<file path="config.mk">
export PLATFORM = sky130hd
export DESIGN_NAME = hid_ps2_translator
export DESIGN_NICKNAME = d
export VERILOG_FILES = /design/src/rtl/ps2_tr_pkg.sv /design/src/rtl/hid_ps2_translator.sv /design/src/rtl/ps2_seq_fsm.sv /design/src/rtl/ps2_credit_counter.sv /design/src/rtl/hid_ps2_lookup.sv /design/src/rtl/hid_key_queue.sv
export VERILOG_INCLUDE_DIRS = /design/src /design/src/rtl
export SDC_FILE = /design/constraint.sdc
export NUM_CORES = 1
export LEC_CHECK = 0
export BUFFER_PORTS_ARGS = -buffer_cell sky130_fd_sc_hd__buf_2
export CAP_MARGIN = 20
export CORE_MARGIN = 4
export CORE_UTILIZATION = 55
export DETAILED_ROUTE_END_ITERATION = 12
export PLACE_DENSITY = 0.82
export SLEW_MARGIN = 20
export SYNTH_ARGS = -nofsm -noshare
export SYNTH_HDL_FRONTEND = slang
export SYNTH_SLANG_ARGS = --single-unit
export TNS_END_PERCENT = 1
</file>
<file path="constraint.sdc">
create_clock -name clk -period 4.7 [get_ports clk]
set_clock_uncertainty 0.2 [all_clocks]
set_input_delay 0.47 -clock clk [delete_from_list [all_inputs] [get_ports clk]]
set_output_delay 0.47 -clock clk [all_outputs]
set_load 0.03 [all_outputs]
</file>
<file path="src/rtl/ps2_tr_config.svh">
`ifndef PS2_TR_CONFIG_SVH
`define PS2_TR_CONFIG_SVH

// HID usage code width
`define PS2_TR_HID_W 8

// One PS/2 set-2 byte
`define PS2_TR_CODE_W 8

// Key events waiting ahead of the sequencer
`define PS2_TR_QUEUE_DEPTH 4

// Credits after reset and the ceiling of the counter
`define PS2_TR_CREDITS 4

// Must hold PS2_TR_CREDITS
`define PS2_TR_CREDIT_W 3

`endif
</file>
<file path="src/rtl/ps2_tr_pkg.sv">
`default_nettype none

`include "ps2_tr_config.svh"

package ps2_tr_pkg;

	// USB HID keyboard usage code
	typedef logic [`PS2_TR_HID_W-1:0] hid_code_t;

	// Byte on the PS/2 side
	typedef logic [`PS2_TR_CODE_W-1:0] ps2_code_t;

	// Prefix bytes of set 2
	typedef enum ps2_code_t {
		PS2_PREFIX_EXT   = 8'he0, // Extended key
		PS2_PREFIX_BREAK = 8'hf0  // Key release
	} ps2_prefix_e;

	// Sequencer states
	// EXT, BREAK and CODE name the byte most recently put on the port
	typedef enum logic [2:0] {
		SEQ_IDLE   = 3'd0, // Waiting for a queued event
		SEQ_LOOKUP = 3'd1, // Table result valid
		SEQ_EXT    = 3'd2, // E0 sent
		SEQ_BREAK  = 3'd3, // F0 sent
		SEQ_CODE   = 3'd4  // Scan code sent, event done
	} seq_state_e;

endpackage

`default_nettype wire

</file>
<file path="src/rtl/hid_ps2_translator.sv">
`default_nettype none

`include "ps2_tr_config.svh"

module hid_ps2_translator (
	input  wire                   clk,
	input  wire                   rst,
	input  wire                   key_valid,
	input  wire ps2_tr_pkg::hid_code_t key_code,
	input  wire                   key_release,
	input  wire                   byte_credit,
	output wire                   key_ready,
	output wire                   byte_valid,
	output ps2_tr_pkg::ps2_code_t byte_data
);

wire                   q_empty;
wire                   q_pop;
ps2_tr_pkg::hid_code_t q_code;
wire                   q_release;
ps2_tr_pkg::ps2_code_t lk_code;
wire                   lk_ext;
wire                   lk_hit;
wire                   credit_avail;

// Pending key events
hid_key_queue i_hid_key_queue (
	.clk         (clk),
	.rst         (rst),
	.key_valid   (key_valid),
	.key_code    (key_code),
	.key_release (key_release),
	.q_pop       (q_pop),
	.key_ready   (key_ready),
	.q_empty     (q_empty),
	.q_code      (q_code),
	.q_release   (q_release)
);

hid_ps2_lookup i_hid_ps2_lookup (
	.clk     (clk),
	.rst     (rst),
	.q_pop   (q_pop),
	.q_code  (q_code),
	.lk_code (lk_code),
	.lk_ext  (lk_ext),
	.lk_hit  (lk_hit)
);

// Each byte sent is also a credit taken
ps2_credit_counter i_ps2_credit_counter (
	.clk          (clk),
	.rst          (rst),
	.byte_credit  (byte_credit),
	.take         (byte_valid),
	.credit_avail (credit_avail)
);

ps2_seq_fsm i_ps2_seq_fsm (
	.clk          (clk),
	.rst          (rst),
	.q_empty      (q_empty),
	.q_release    (q_release),
	.lk_code      (lk_code),
	.lk_ext       (lk_ext),
	.lk_hit       (lk_hit),
	.credit_avail (credit_avail),
	.q_pop        (q_pop),
	.byte_valid   (byte_valid),
	.byte_data    (byte_data)
);

endmodule

`default_nettype wire

</file>
<file path="src/rtl/ps2_seq_fsm.sv">
`default_nettype none

`include "ps2_tr_config.svh"

module ps2_seq_fsm (
	input  wire                   clk,
	input  wire                   rst,
	input  wire                   q_empty,
	input  wire                   q_release,
	input  wire ps2_tr_pkg::ps2_code_t lk_code,
	input  wire                   lk_ext,
	input  wire                   lk_hit,
	input  wire                   credit_avail,
	output logic                  q_pop,
	output logic                  byte_valid,
	output ps2_tr_pkg::ps2_code_t byte_data
);

ps2_tr_pkg::seq_state_e state;
ps2_tr_pkg::seq_state_e state_nx;
ps2_tr_pkg::seq_state_e head_state;
ps2_tr_pkg::seq_state_e tail_state;
ps2_tr_pkg::ps2_code_t  send_byte;
logic                   send;
logic                   rel;

assign q_pop = state == ps2_tr_pkg::SEQ_IDLE && !q_empty;

// Byte order is E0, F0, code with the prefixes optional
assign tail_state = rel ? ps2_tr_pkg::SEQ_BREAK : ps2_tr_pkg::SEQ_CODE;
assign head_state = lk_ext ? ps2_tr_pkg::SEQ_EXT : tail_state;

always_comb begin
	state_nx = state;
	send     = 1'b0;
	case (state)
		ps2_tr_pkg::SEQ_IDLE: begin
			if (!q_empty)
				state_nx = ps2_tr_pkg::SEQ_LOOKUP;
		end
		ps2_tr_pkg::SEQ_LOOKUP: begin
			if (!lk_hit) begin
				state_nx = ps2_tr_pkg::SEQ_IDLE; // Unmapped so nothing goes out
			end else if (credit_avail) begin
				send     = 1'b1;
				state_nx = head_state;
			end
		end
		ps2_tr_pkg::SEQ_EXT: begin
			if (credit_avail) begin
				send     = 1'b1;
				state_nx = tail_state;
			end
		end
		ps2_tr_pkg::SEQ_BREAK: begin
			if (credit_avail) begin
				send     = 1'b1;
				state_nx = ps2_tr_pkg::SEQ_CODE;
			end
		end
		ps2_tr_pkg::SEQ_CODE:  state_nx = ps2_tr_pkg::SEQ_IDLE;
		default:               state_nx = ps2_tr_pkg::SEQ_IDLE;
	endcase
end

// The state entered names the byte going out
always_comb begin
	case (state_nx)
		ps2_tr_pkg::SEQ_EXT:   send_byte = ps2_tr_pkg::PS2_PREFIX_EXT;
		ps2_tr_pkg::SEQ_BREAK: send_byte = ps2_tr_pkg::PS2_PREFIX_BREAK;
		default:               send_byte = lk_code;
	endcase
end

always_ff @(posedge clk) begin
	if (rst) begin
		state      <= ps2_tr_pkg::SEQ_IDLE;
		byte_valid <= 1'b0;
		rel        <= 1'b0;
	end else begin
		state      <= state_nx;
		byte_valid <= send; // Single-cycle pulse per byte
		if (q_pop)
			rel <= q_release; // Lines up with the table register
	end
end

// Last byte stays on the bus while credits are out
always_ff @(posedge clk) begin
	if (send)
		byte_data <= send_byte;
end

endmodule

`default_nettype wire

</file>
<file path="src/rtl/ps2_credit_counter.sv">
`default_nettype none

`include "ps2_tr_config.svh"

module ps2_credit_counter (
	input  wire  clk,
	input  wire  rst,
	input  wire  byte_credit,
	input  wire  take,
	output logic credit_avail
);

localparam int CW = `PS2_TR_CREDIT_W;
localparam logic [CW-1:0] MAX_CREDITS = CW'(`PS2_TR_CREDITS);

logic [CW-1:0] count;
logic [CW-1:0] count_nx;

always_comb begin
	count_nx = count;
	if (byte_credit && !take && count != MAX_CREDITS)
		count_nx = count + 1'b1;
	else if (take && !byte_credit && count != '0)
		count_nx = count - 1'b1;
end

// The byte on the port this cycle is already charged, so the
// sequencer only sees what is left after it
assign credit_avail = count_nx != '0;

always_ff @(posedge clk) begin
	if (rst)
		count <= MAX_CREDITS;
	else
		count <= count_nx;
end

endmodule

`default_nettype wire

</file>
<file path="src/rtl/hid_ps2_lookup.sv">
`default_nettype none

`include "ps2_tr_config.svh"

module hid_ps2_lookup (
	input  wire                   clk,
	input  wire                   rst,
	input  wire                   q_pop,
	input  wire ps2_tr_pkg::hid_code_t q_code,
	output ps2_tr_pkg::ps2_code_t lk_code,
	output logic                  lk_ext,
	output logic                  lk_hit
);

// Bounds of the contiguous HID groups
localparam ps2_tr_pkg::hid_code_t KEY_HID_A          = 8'h04;
localparam ps2_tr_pkg::hid_code_t KEY_HID_Z          = 8'h1d;
localparam ps2_tr_pkg::hid_code_t KEY_HID_1          = 8'h1e;
localparam ps2_tr_pkg::hid_code_t KEY_HID_0          = 8'h27;
localparam ps2_tr_pkg::hid_code_t KEY_HID_ENTER      = 8'h28;
localparam ps2_tr_pkg::hid_code_t KEY_HID_SLASH      = 8'h38;
localparam ps2_tr_pkg::hid_code_t KEY_HID_CAPSLOCK   = 8'h39;
localparam ps2_tr_pkg::hid_code_t KEY_HID_F12        = 8'h45;
localparam ps2_tr_pkg::hid_code_t KEY_HID_SCROLLLOCK = 8'h47;
localparam ps2_tr_pkg::hid_code_t KEY_HID_INSERT     = 8'h49;
localparam ps2_tr_pkg::hid_code_t KEY_HID_UP         = 8'h52;

// Modifiers
localparam ps2_tr_pkg::hid_code_t KEY_HID_LEFTCTRL   = 8'he0;
localparam ps2_tr_pkg::hid_code_t KEY_HID_LEFTSHIFT  = 8'he1;
localparam ps2_tr_pkg::hid_code_t KEY_HID_LEFTALT    = 8'he2;
localparam ps2_tr_pkg::hid_code_t KEY_HID_LEFTMETA   = 8'he3;
localparam ps2_tr_pkg::hid_code_t KEY_HID_RIGHTCTRL  = 8'he4;
localparam ps2_tr_pkg::hid_code_t KEY_HID_RIGHTSHIFT = 8'he5;
localparam ps2_tr_pkg::hid_code_t KEY_HID_RIGHTALT   = 8'he6;
localparam ps2_tr_pkg::hid_code_t KEY_HID_RIGHTMETA  = 8'he7;

localparam ps2_tr_pkg::ps2_code_t KEY_PS2_SCROLLLOCK = 8'h7e;
localparam ps2_tr_pkg::ps2_code_t KEY_PS2_LEFTCTRL   = 8'h14;
localparam ps2_tr_pkg::ps2_code_t KEY_PS2_LEFTSHIFT  = 8'h12;
localparam ps2_tr_pkg::ps2_code_t KEY_PS2_LEFTALT    = 8'h11;
localparam ps2_tr_pkg::ps2_code_t KEY_PS2_LEFTMETA   = 8'h1f; // E0
localparam ps2_tr_pkg::ps2_code_t KEY_PS2_RIGHTCTRL  = 8'h14; // E0
localparam ps2_tr_pkg::ps2_code_t KEY_PS2_RIGHTSHIFT = 8'h59;
localparam ps2_tr_pkg::ps2_code_t KEY_PS2_RIGHTALT   = 8'h11; // E0
localparam ps2_tr_pkg::ps2_code_t KEY_PS2_RIGHTMETA  = 8'h27; // E0

// A to Z
localparam ps2_tr_pkg::ps2_code_t [0:25] PS2_LETTERS = {
	8'h1c, 8'h32, 8'h21, 8'h23, 8'h24, 8'h2b, 8'h34, 8'h33, 8'h43,
	8'h3b, 8'h42, 8'h4b, 8'h3a, 8'h31, 8'h44, 8'h4d, 8'h15, 8'h2d,
	8'h1b, 8'h2c, 8'h3c, 8'h2a, 8'h1d, 8'h22, 8'h35, 8'h1a
};

// 1 to 9, then 0
localparam ps2_tr_pkg::ps2_code_t [0:9] PS2_DIGITS = {
	8'h16, 8'h1e, 8'h26, 8'h25, 8'h2e, 8'h36, 8'h3d, 8'h3e, 8'h46, 8'h45
};

// Enter, Esc, Backspace, Tab, Space, then punctuation up to Slash
localparam ps2_tr_pkg::ps2_code_t [0:16] PS2_PUNCT = {
	8'h5a, 8'h76, 8'h66, 8'h0d, 8'h29, 8'h4e, 8'h55, 8'h54, 8'h5b,
	8'h5d, 8'h5d, 8'h4c, 8'h52, 8'h0e, 8'h41, 8'h49, 8'h4a
};

// Caps Lock, F1 to F12
localparam ps2_tr_pkg::ps2_code_t [0:12] PS2_FKEYS = {
	8'h58, 8'h05, 8'h06, 8'h04, 8'h0c, 8'h03, 8'h0b, 8'h83, 8'h0a,
	8'h01, 8'h09, 8'h78, 8'h07
};

// Insert, Home, PgUp, Delete, End, PgDn, Right, Left, Down, Up (all E0)
localparam ps2_tr_pkg::ps2_code_t [0:9] PS2_NAV = {
	8'h70, 8'h6c, 8'h7d, 8'h71, 8'h69, 8'h7a, 8'h74, 8'h6b, 8'h72, 8'h75
};

ps2_tr_pkg::ps2_code_t tbl_code;
logic                  tbl_ext;
logic                  tbl_hit;

always_comb begin
	tbl_code = '0;
	tbl_ext  = 1'b0;
	tbl_hit  = 1'b1;
	case (q_code) inside
		[KEY_HID_A:KEY_HID_Z]:           tbl_code = PS2_LETTERS[q_code - KEY_HID_A];
		[KEY_HID_1:KEY_HID_0]:           tbl_code = PS2_DIGITS[q_code - KEY_HID_1];
		[KEY_HID_ENTER:KEY_HID_SLASH]:   tbl_code = PS2_PUNCT[q_code - KEY_HID_ENTER];
		[KEY_HID_CAPSLOCK:KEY_HID_F12]:  tbl_code = PS2_FKEYS[q_code - KEY_HID_CAPSLOCK];
		KEY_HID_SCROLLLOCK:              tbl_code = KEY_PS2_SCROLLLOCK;
		[KEY_HID_INSERT:KEY_HID_UP]: begin
			tbl_ext  = 1'b1;
			tbl_code = PS2_NAV[q_code - KEY_HID_INSERT];
		end
		KEY_HID_LEFTCTRL:                tbl_code = KEY_PS2_LEFTCTRL;
		KEY_HID_LEFTSHIFT:               tbl_code = KEY_PS2_LEFTSHIFT;
		KEY_HID_LEFTALT:                 tbl_code = KEY_PS2_LEFTALT;
		KEY_HID_RIGHTSHIFT:              tbl_code = KEY_PS2_RIGHTSHIFT;
		KEY_HID_LEFTMETA: begin
			tbl_ext  = 1'b1;
			tbl_code = KEY_PS2_LEFTMETA;
		end
		KEY_HID_RIGHTCTRL: begin
			tbl_ext  = 1'b1;
			tbl_code = KEY_PS2_RIGHTCTRL;
		end
		KEY_HID_RIGHTALT: begin
			tbl_ext  = 1'b1;
			tbl_code = KEY_PS2_RIGHTALT;
		end
		KEY_HID_RIGHTMETA: begin
			tbl_ext  = 1'b1;
			tbl_code = KEY_PS2_RIGHTMETA;
		end
		default:                         tbl_hit = 1'b0; // Dropped or undefined usage
	endcase
end

always_ff @(posedge clk) begin
	if (rst)
		lk_hit <= 1'b0;
	else if (q_pop)
		lk_hit <= tbl_hit;
end

// Result held until the next pop
always_ff @(posedge clk) begin
	if (q_pop) begin
		lk_code <= tbl_code;
		lk_ext  <= tbl_ext;
	end
end

endmodule

`default_nettype wire

</file>
<file path="src/rtl/hid_key_queue.sv">
`default_nettype none

`include "ps2_tr_config.svh"

module hid_key_queue (
	input  wire                   clk,
	input  wire                   rst,
	input  wire                   key_valid,
	input  wire ps2_tr_pkg::hid_code_t key_code,
	input  wire                   key_release,
	input  wire                   q_pop,
	output logic                  key_ready,
	output logic                  q_empty,
	output ps2_tr_pkg::hid_code_t q_code,
	output logic                  q_release
);

localparam int DEPTH = `PS2_TR_QUEUE_DEPTH;
localparam int PTR_W = $clog2(DEPTH);
localparam int CNT_W = $clog2(DEPTH + 1);

ps2_tr_pkg::hid_code_t code_mem [DEPTH];
logic                  rel_mem  [DEPTH];

logic [PTR_W-1:0] wr_ptr;
logic [PTR_W-1:0] rd_ptr;
logic [CNT_W-1:0] count;
logic             push;
logic             pop;

// Circular increment for a depth that need not be a power of two
function automatic logic [PTR_W-1:0] ptr_inc(input logic [PTR_W-1:0] ptr);
	if (ptr == PTR_W'(DEPTH - 1))
		return '0;
	return ptr + 1'b1;
endfunction

assign key_ready = count < DEPTH;
assign q_empty   = count == '0;
assign push      = key_valid && key_ready;
assign pop       = q_pop && !q_empty;

assign q_code    = code_mem[rd_ptr]; // Head seen without delay
assign q_release = rel_mem[rd_ptr];

always_ff @(posedge clk) begin
	if (push) begin
		code_mem[wr_ptr] <= key_code;
		rel_mem[wr_ptr]  <= key_release;
	end
end

always_ff @(posedge clk) begin
	if (rst) begin
		wr_ptr <= '0;
		rd_ptr <= '0;
		count  <= '0;
	end else begin
		if (push)
			wr_ptr <= ptr_inc(wr_ptr);
		if (pop)
			rd_ptr <= ptr_inc(rd_ptr);
		case ({push, pop})
			2'b10:   count <= count + 1'b1;
			2'b01:   count <= count - 1'b1;
			default: count <= count; // Both or neither
		endcase
	end
end

endmodule

`default_nettype wire

</file>
==> flow_summary_export.csv <==
group,metric,value,unit
detailed_routing,wl_per_cell,18.0,um
final_layout,multi_input_area,2480,um^2
worst_setup_path,cp_max_fo,16,
sta,max_freq,0.247,GHz
detailed_routing,drc,0,
sta,max-slew-margin-rel,0.315,
clock_tree,cts_setup_buffers,0,
synth,synth_edf_count,53,
die,dieArea,10000,um^2
placed_design,place.gp.congestion,0.986,
global_route,antenna_found_initial,0,
die,rows,33,
clock_tree,clk_pin_slew,0.09,ns
die,start_util,0.568,
clock_tree,tritoncts,"done",
clock_tree,clock_sink_count,71,
clock_tree,hold_buffers,0,
global_route,met2_usage,0.358,
sta,finalMaxSlewViolations,0,
power_and_ir_drop,p_leak,1.89,nW
synth,ys_warn_count,0,
detailed_routing,drt_iter0_markers,424,
sta,fin_crit_sh,0.863,
die,dieHeight,100,um
synth,synth_seq_cells,71,
synth,syn_area_per_cell,10.3,um^2
sta,holdWs,0.128,ns
worst_setup_path,startpoint_type,"flip-flop",
sta,setup-tns-final,0,ns
clock_tree,htree_num_levels,3,
global_route,grtUsageMet3,0.0410,
sta,hold_viol_final,0,
global_route,overflow,0,
worst_setup_path,critical_path_arrival,4.09,ns
worst_setup_path,cp.required,4.73,ns
final_layout,regArea,1950,um^2
die,ios,23,
final_layout,utilization,0.614,
synth,synthCells,453,
worst_setup_path,path_class,"reg2reg",
global_route,busiest_layer,"met2",
global_route,grt_util_all_layers,0.216,
power_and_ir_drop,ir_worst_vdd,496,uV
outcome,status,"completed",
clock_tree,cts_buffers,9,
synth,yosysSeqAreaShare,0.419,
sta,setup_viol,0,
synth,synthFlopType,"edfxtp_1",
clock_tree,cts.path.max_buffers,2,
clock_tree,cts_resized,0,
detailed_routing,wl,10500,um
final_layout,drive_gt1_frac,0.170,
detailed_routing,drtPass1Iterations,6,
detailed_routing,num_vias,3637,
placed_design,port_buffers,22,
clock_tree,clockRootBuffer,"clkbuf_8",
synth,syn_area,4660,um^2
flow_run,maxCapViolCount,0,
clock_tree,clock_latency,0.36,ns
hold_path,worstHoldPathType,"in2reg",
die,core,8220,um^2
synth,ys_types,73,
global_route,grt_max_degree,27,
final_layout,nets,518,
final_layout,n_antenna_cell,0,
final_layout,fillCellCount,655,
global_route,grt_pass1_vias,3417,
detailed_routing,postRouteAntennaNets,0,
worst_setup_path,critPathCaptureType,"flip-flop",
synth,syn_nets,499,
die,die_x,100,um
placed_design,dp_hpwl,7820,um
sta,rsz0062_at_grt,"false",
detailed_routing,viasPerCell,6.25,
final_layout,syn_to_final_growth,8.21,%
global_route,grtUsageMet1,0.270,
power_and_ir_drop,p_per_area,762,nW/um^2
sta,fin_crit,4.06,ns
sta,worst_slew_pin_slew,1.02,ns
global_route,grt_pass1_wl,17000,um
synth,async_reset_ff_frac,0,
==> flip-flops by register name (all words and copies together), names as in the netlist, named ones only <==
| signal | count |
|---|---|
| i_hid_key_queue.code_mem | 32 |
| i_hid_key_queue.count | 3 |
| i_hid_key_queue.rd_ptr | 2 |
| i_hid_key_queue.rel_mem | 4 |
| i_hid_key_queue.wr_ptr | 2 |
| i_hid_ps2_lookup.lk_code | 8 |
| i_hid_ps2_lookup.lk_ext | 1 |
| i_hid_ps2_lookup.lk_hit | 1 |
| i_ps2_credit_counter.count | 3 |
| i_ps2_seq_fsm.byte_data | 8 |
| i_ps2_seq_fsm.byte_valid | 1 |
| i_ps2_seq_fsm.rel | 1 |
| i_ps2_seq_fsm.state | 3 |
==> path summary, 6_finish.rpt <==
check,startpoint,end,slack [ns],depth (start not counted)
worst max-delay path,flip-flop,i_hid_ps2_lookup.lk_code[0],0.64,9
worst min-delay path,key_code[1],i_hid_key_queue.code_mem[1][1],0.13,1
worst max register to register,flip-flop,i_hid_ps2_lookup.lk_code[0],0.64,9
worst min register to register,i_ps2_seq_fsm.rel,i_ps2_seq_fsm.rel,0.29,2
==> stage by stage <==
stage / total power [mW] / worst slack, ns / cells / instance area (um^2)
global route: 4.11 / 0.498 / 582 / 5050
floorplan: 2.78 / 1.15 / 453 / 4660
finish: 3.84 / 0.645 / 582 / 5050
detailed placement: 3.31 / 0.732 / 566 / 4840
global placement: 3.32 / 0.732 / 566 / 4840
CTS: 3.81 / 0.701 / 582 / 5050
==> Yosys cell counts (all sizes together), types with 3 or more instances <==
master	n	area, um^2
nand2	33	124
a211oi	6	45.0
a21oi	38	194
nor4b	3	38.8
o221ai	6	58.8
nand2b	9	63.8
nor4	3	18.8
nor3	19	95.1
dfxtp	18	360
o31ai	4	30.0
clkbuf	9	33.8
or2	4	25.0
nor2b	12	75.1
buf	11	71.3
o311a	3	30.0
edfxtp	53	1590
mux2	3	37.5
nand3	6	30.0
inv	33	124
o311ai	3	51.3
a31oi	5	31.3
or4	4	30.0
ha	32	400
a21o	3	22.5
nor2	32	120
mux2i	6	60.1
mux4	10	225
xnor2	5	66.3
and2	5	31.3
a2111oi	4	61.3
nor3b	7	57.6
or3	5	31.3
o211ai	7	52.6
o21ai	30	161
==> report_power, final <==
group          total, mW  leakage, nW  internal, mW  switching [mW]
registers          0.923        0.638         0.850          0.0731
logic               2.43         1.15         0.891            1.54
clock network      0.488        0.108         0.252           0.236
==> worst max-delay path, cell delays in order (launching register included) <==
cell      delay (ns)
dfxtp_1         0.53
mux4_2          0.74
inv_1           0.28
ha_1            0.21
o221ai_1        0.24
xnor2_1         0.88
nor2_1          0.15
o32a_1          0.35
o221ai_1        0.20
a211o_1         0.16
==> area by class of cell <==
class | count | share of cell area
clock buffers | 12 | 0.0350
clock inverters | 4 | 0.00496
inverters | 33 | 0.0245
multi-input cells | 329 | 0.492
flip-flops and latches | 71 | 0.387
well taps | 105 | 0.0260
repair buffers | 28 | 0.0307
==> cells in the final DEF (no fill, tap or decap), types with 2 or more instances in the layout <==
master    netlist  routed
edfxtp_1       53      53
a21oi_1        37      37
nand2_1        33      33
nor2_1         32      32
ha_1           32      32
inv_1          29      29
o21ai_0        22      22
buf_2           6      22
nor3_1         19      19
dfxtp_1        18      18
nor2b_1        12      12
clkbuf_8        0      11
mux4_2         10      10
nand2b_1        8       8
o211ai_1        7       7
mux2i_1         6       6
nor3b_1         6       6
a211oi_1        6       6
nand3_1         6       6
buf_4           0       6
o21ai_1         5       5
o221ai_1        5       5
or3_1           5       5
a31oi_1         5       5
and2_1          5       5
or4_1           4       4
inv_2           4       4
o31ai_1         4       4
a21o_1          3       3
o21ai_2         3       3
xnor2_2         3       3
nor4_1          3       3
o311a_1         3       3
or2_2           3       3
nor4b_2         2       2
xnor2_1         2       2
a221o_1         2       2
xor2_1          2       2
clkinv_2        0       2
==> metal layers <==
layer  up-vias  share of wire
met4         0          0.043
met3        41          0.065
met5         -              0
met1      1693           0.41
met2       175           0.48
li1       1728              -
==> kinds of logic after synthesis <==
family / share of synthesized area
simple gates: 0.167
compound gates: 0.188
flops: 0.419
buf+inv: 0.0491
fa+ha+maj: 0.0902
mux: 0.0692
xor+xnor: 0.0180
Note: power is estimated with default switching activity, not from simulation.
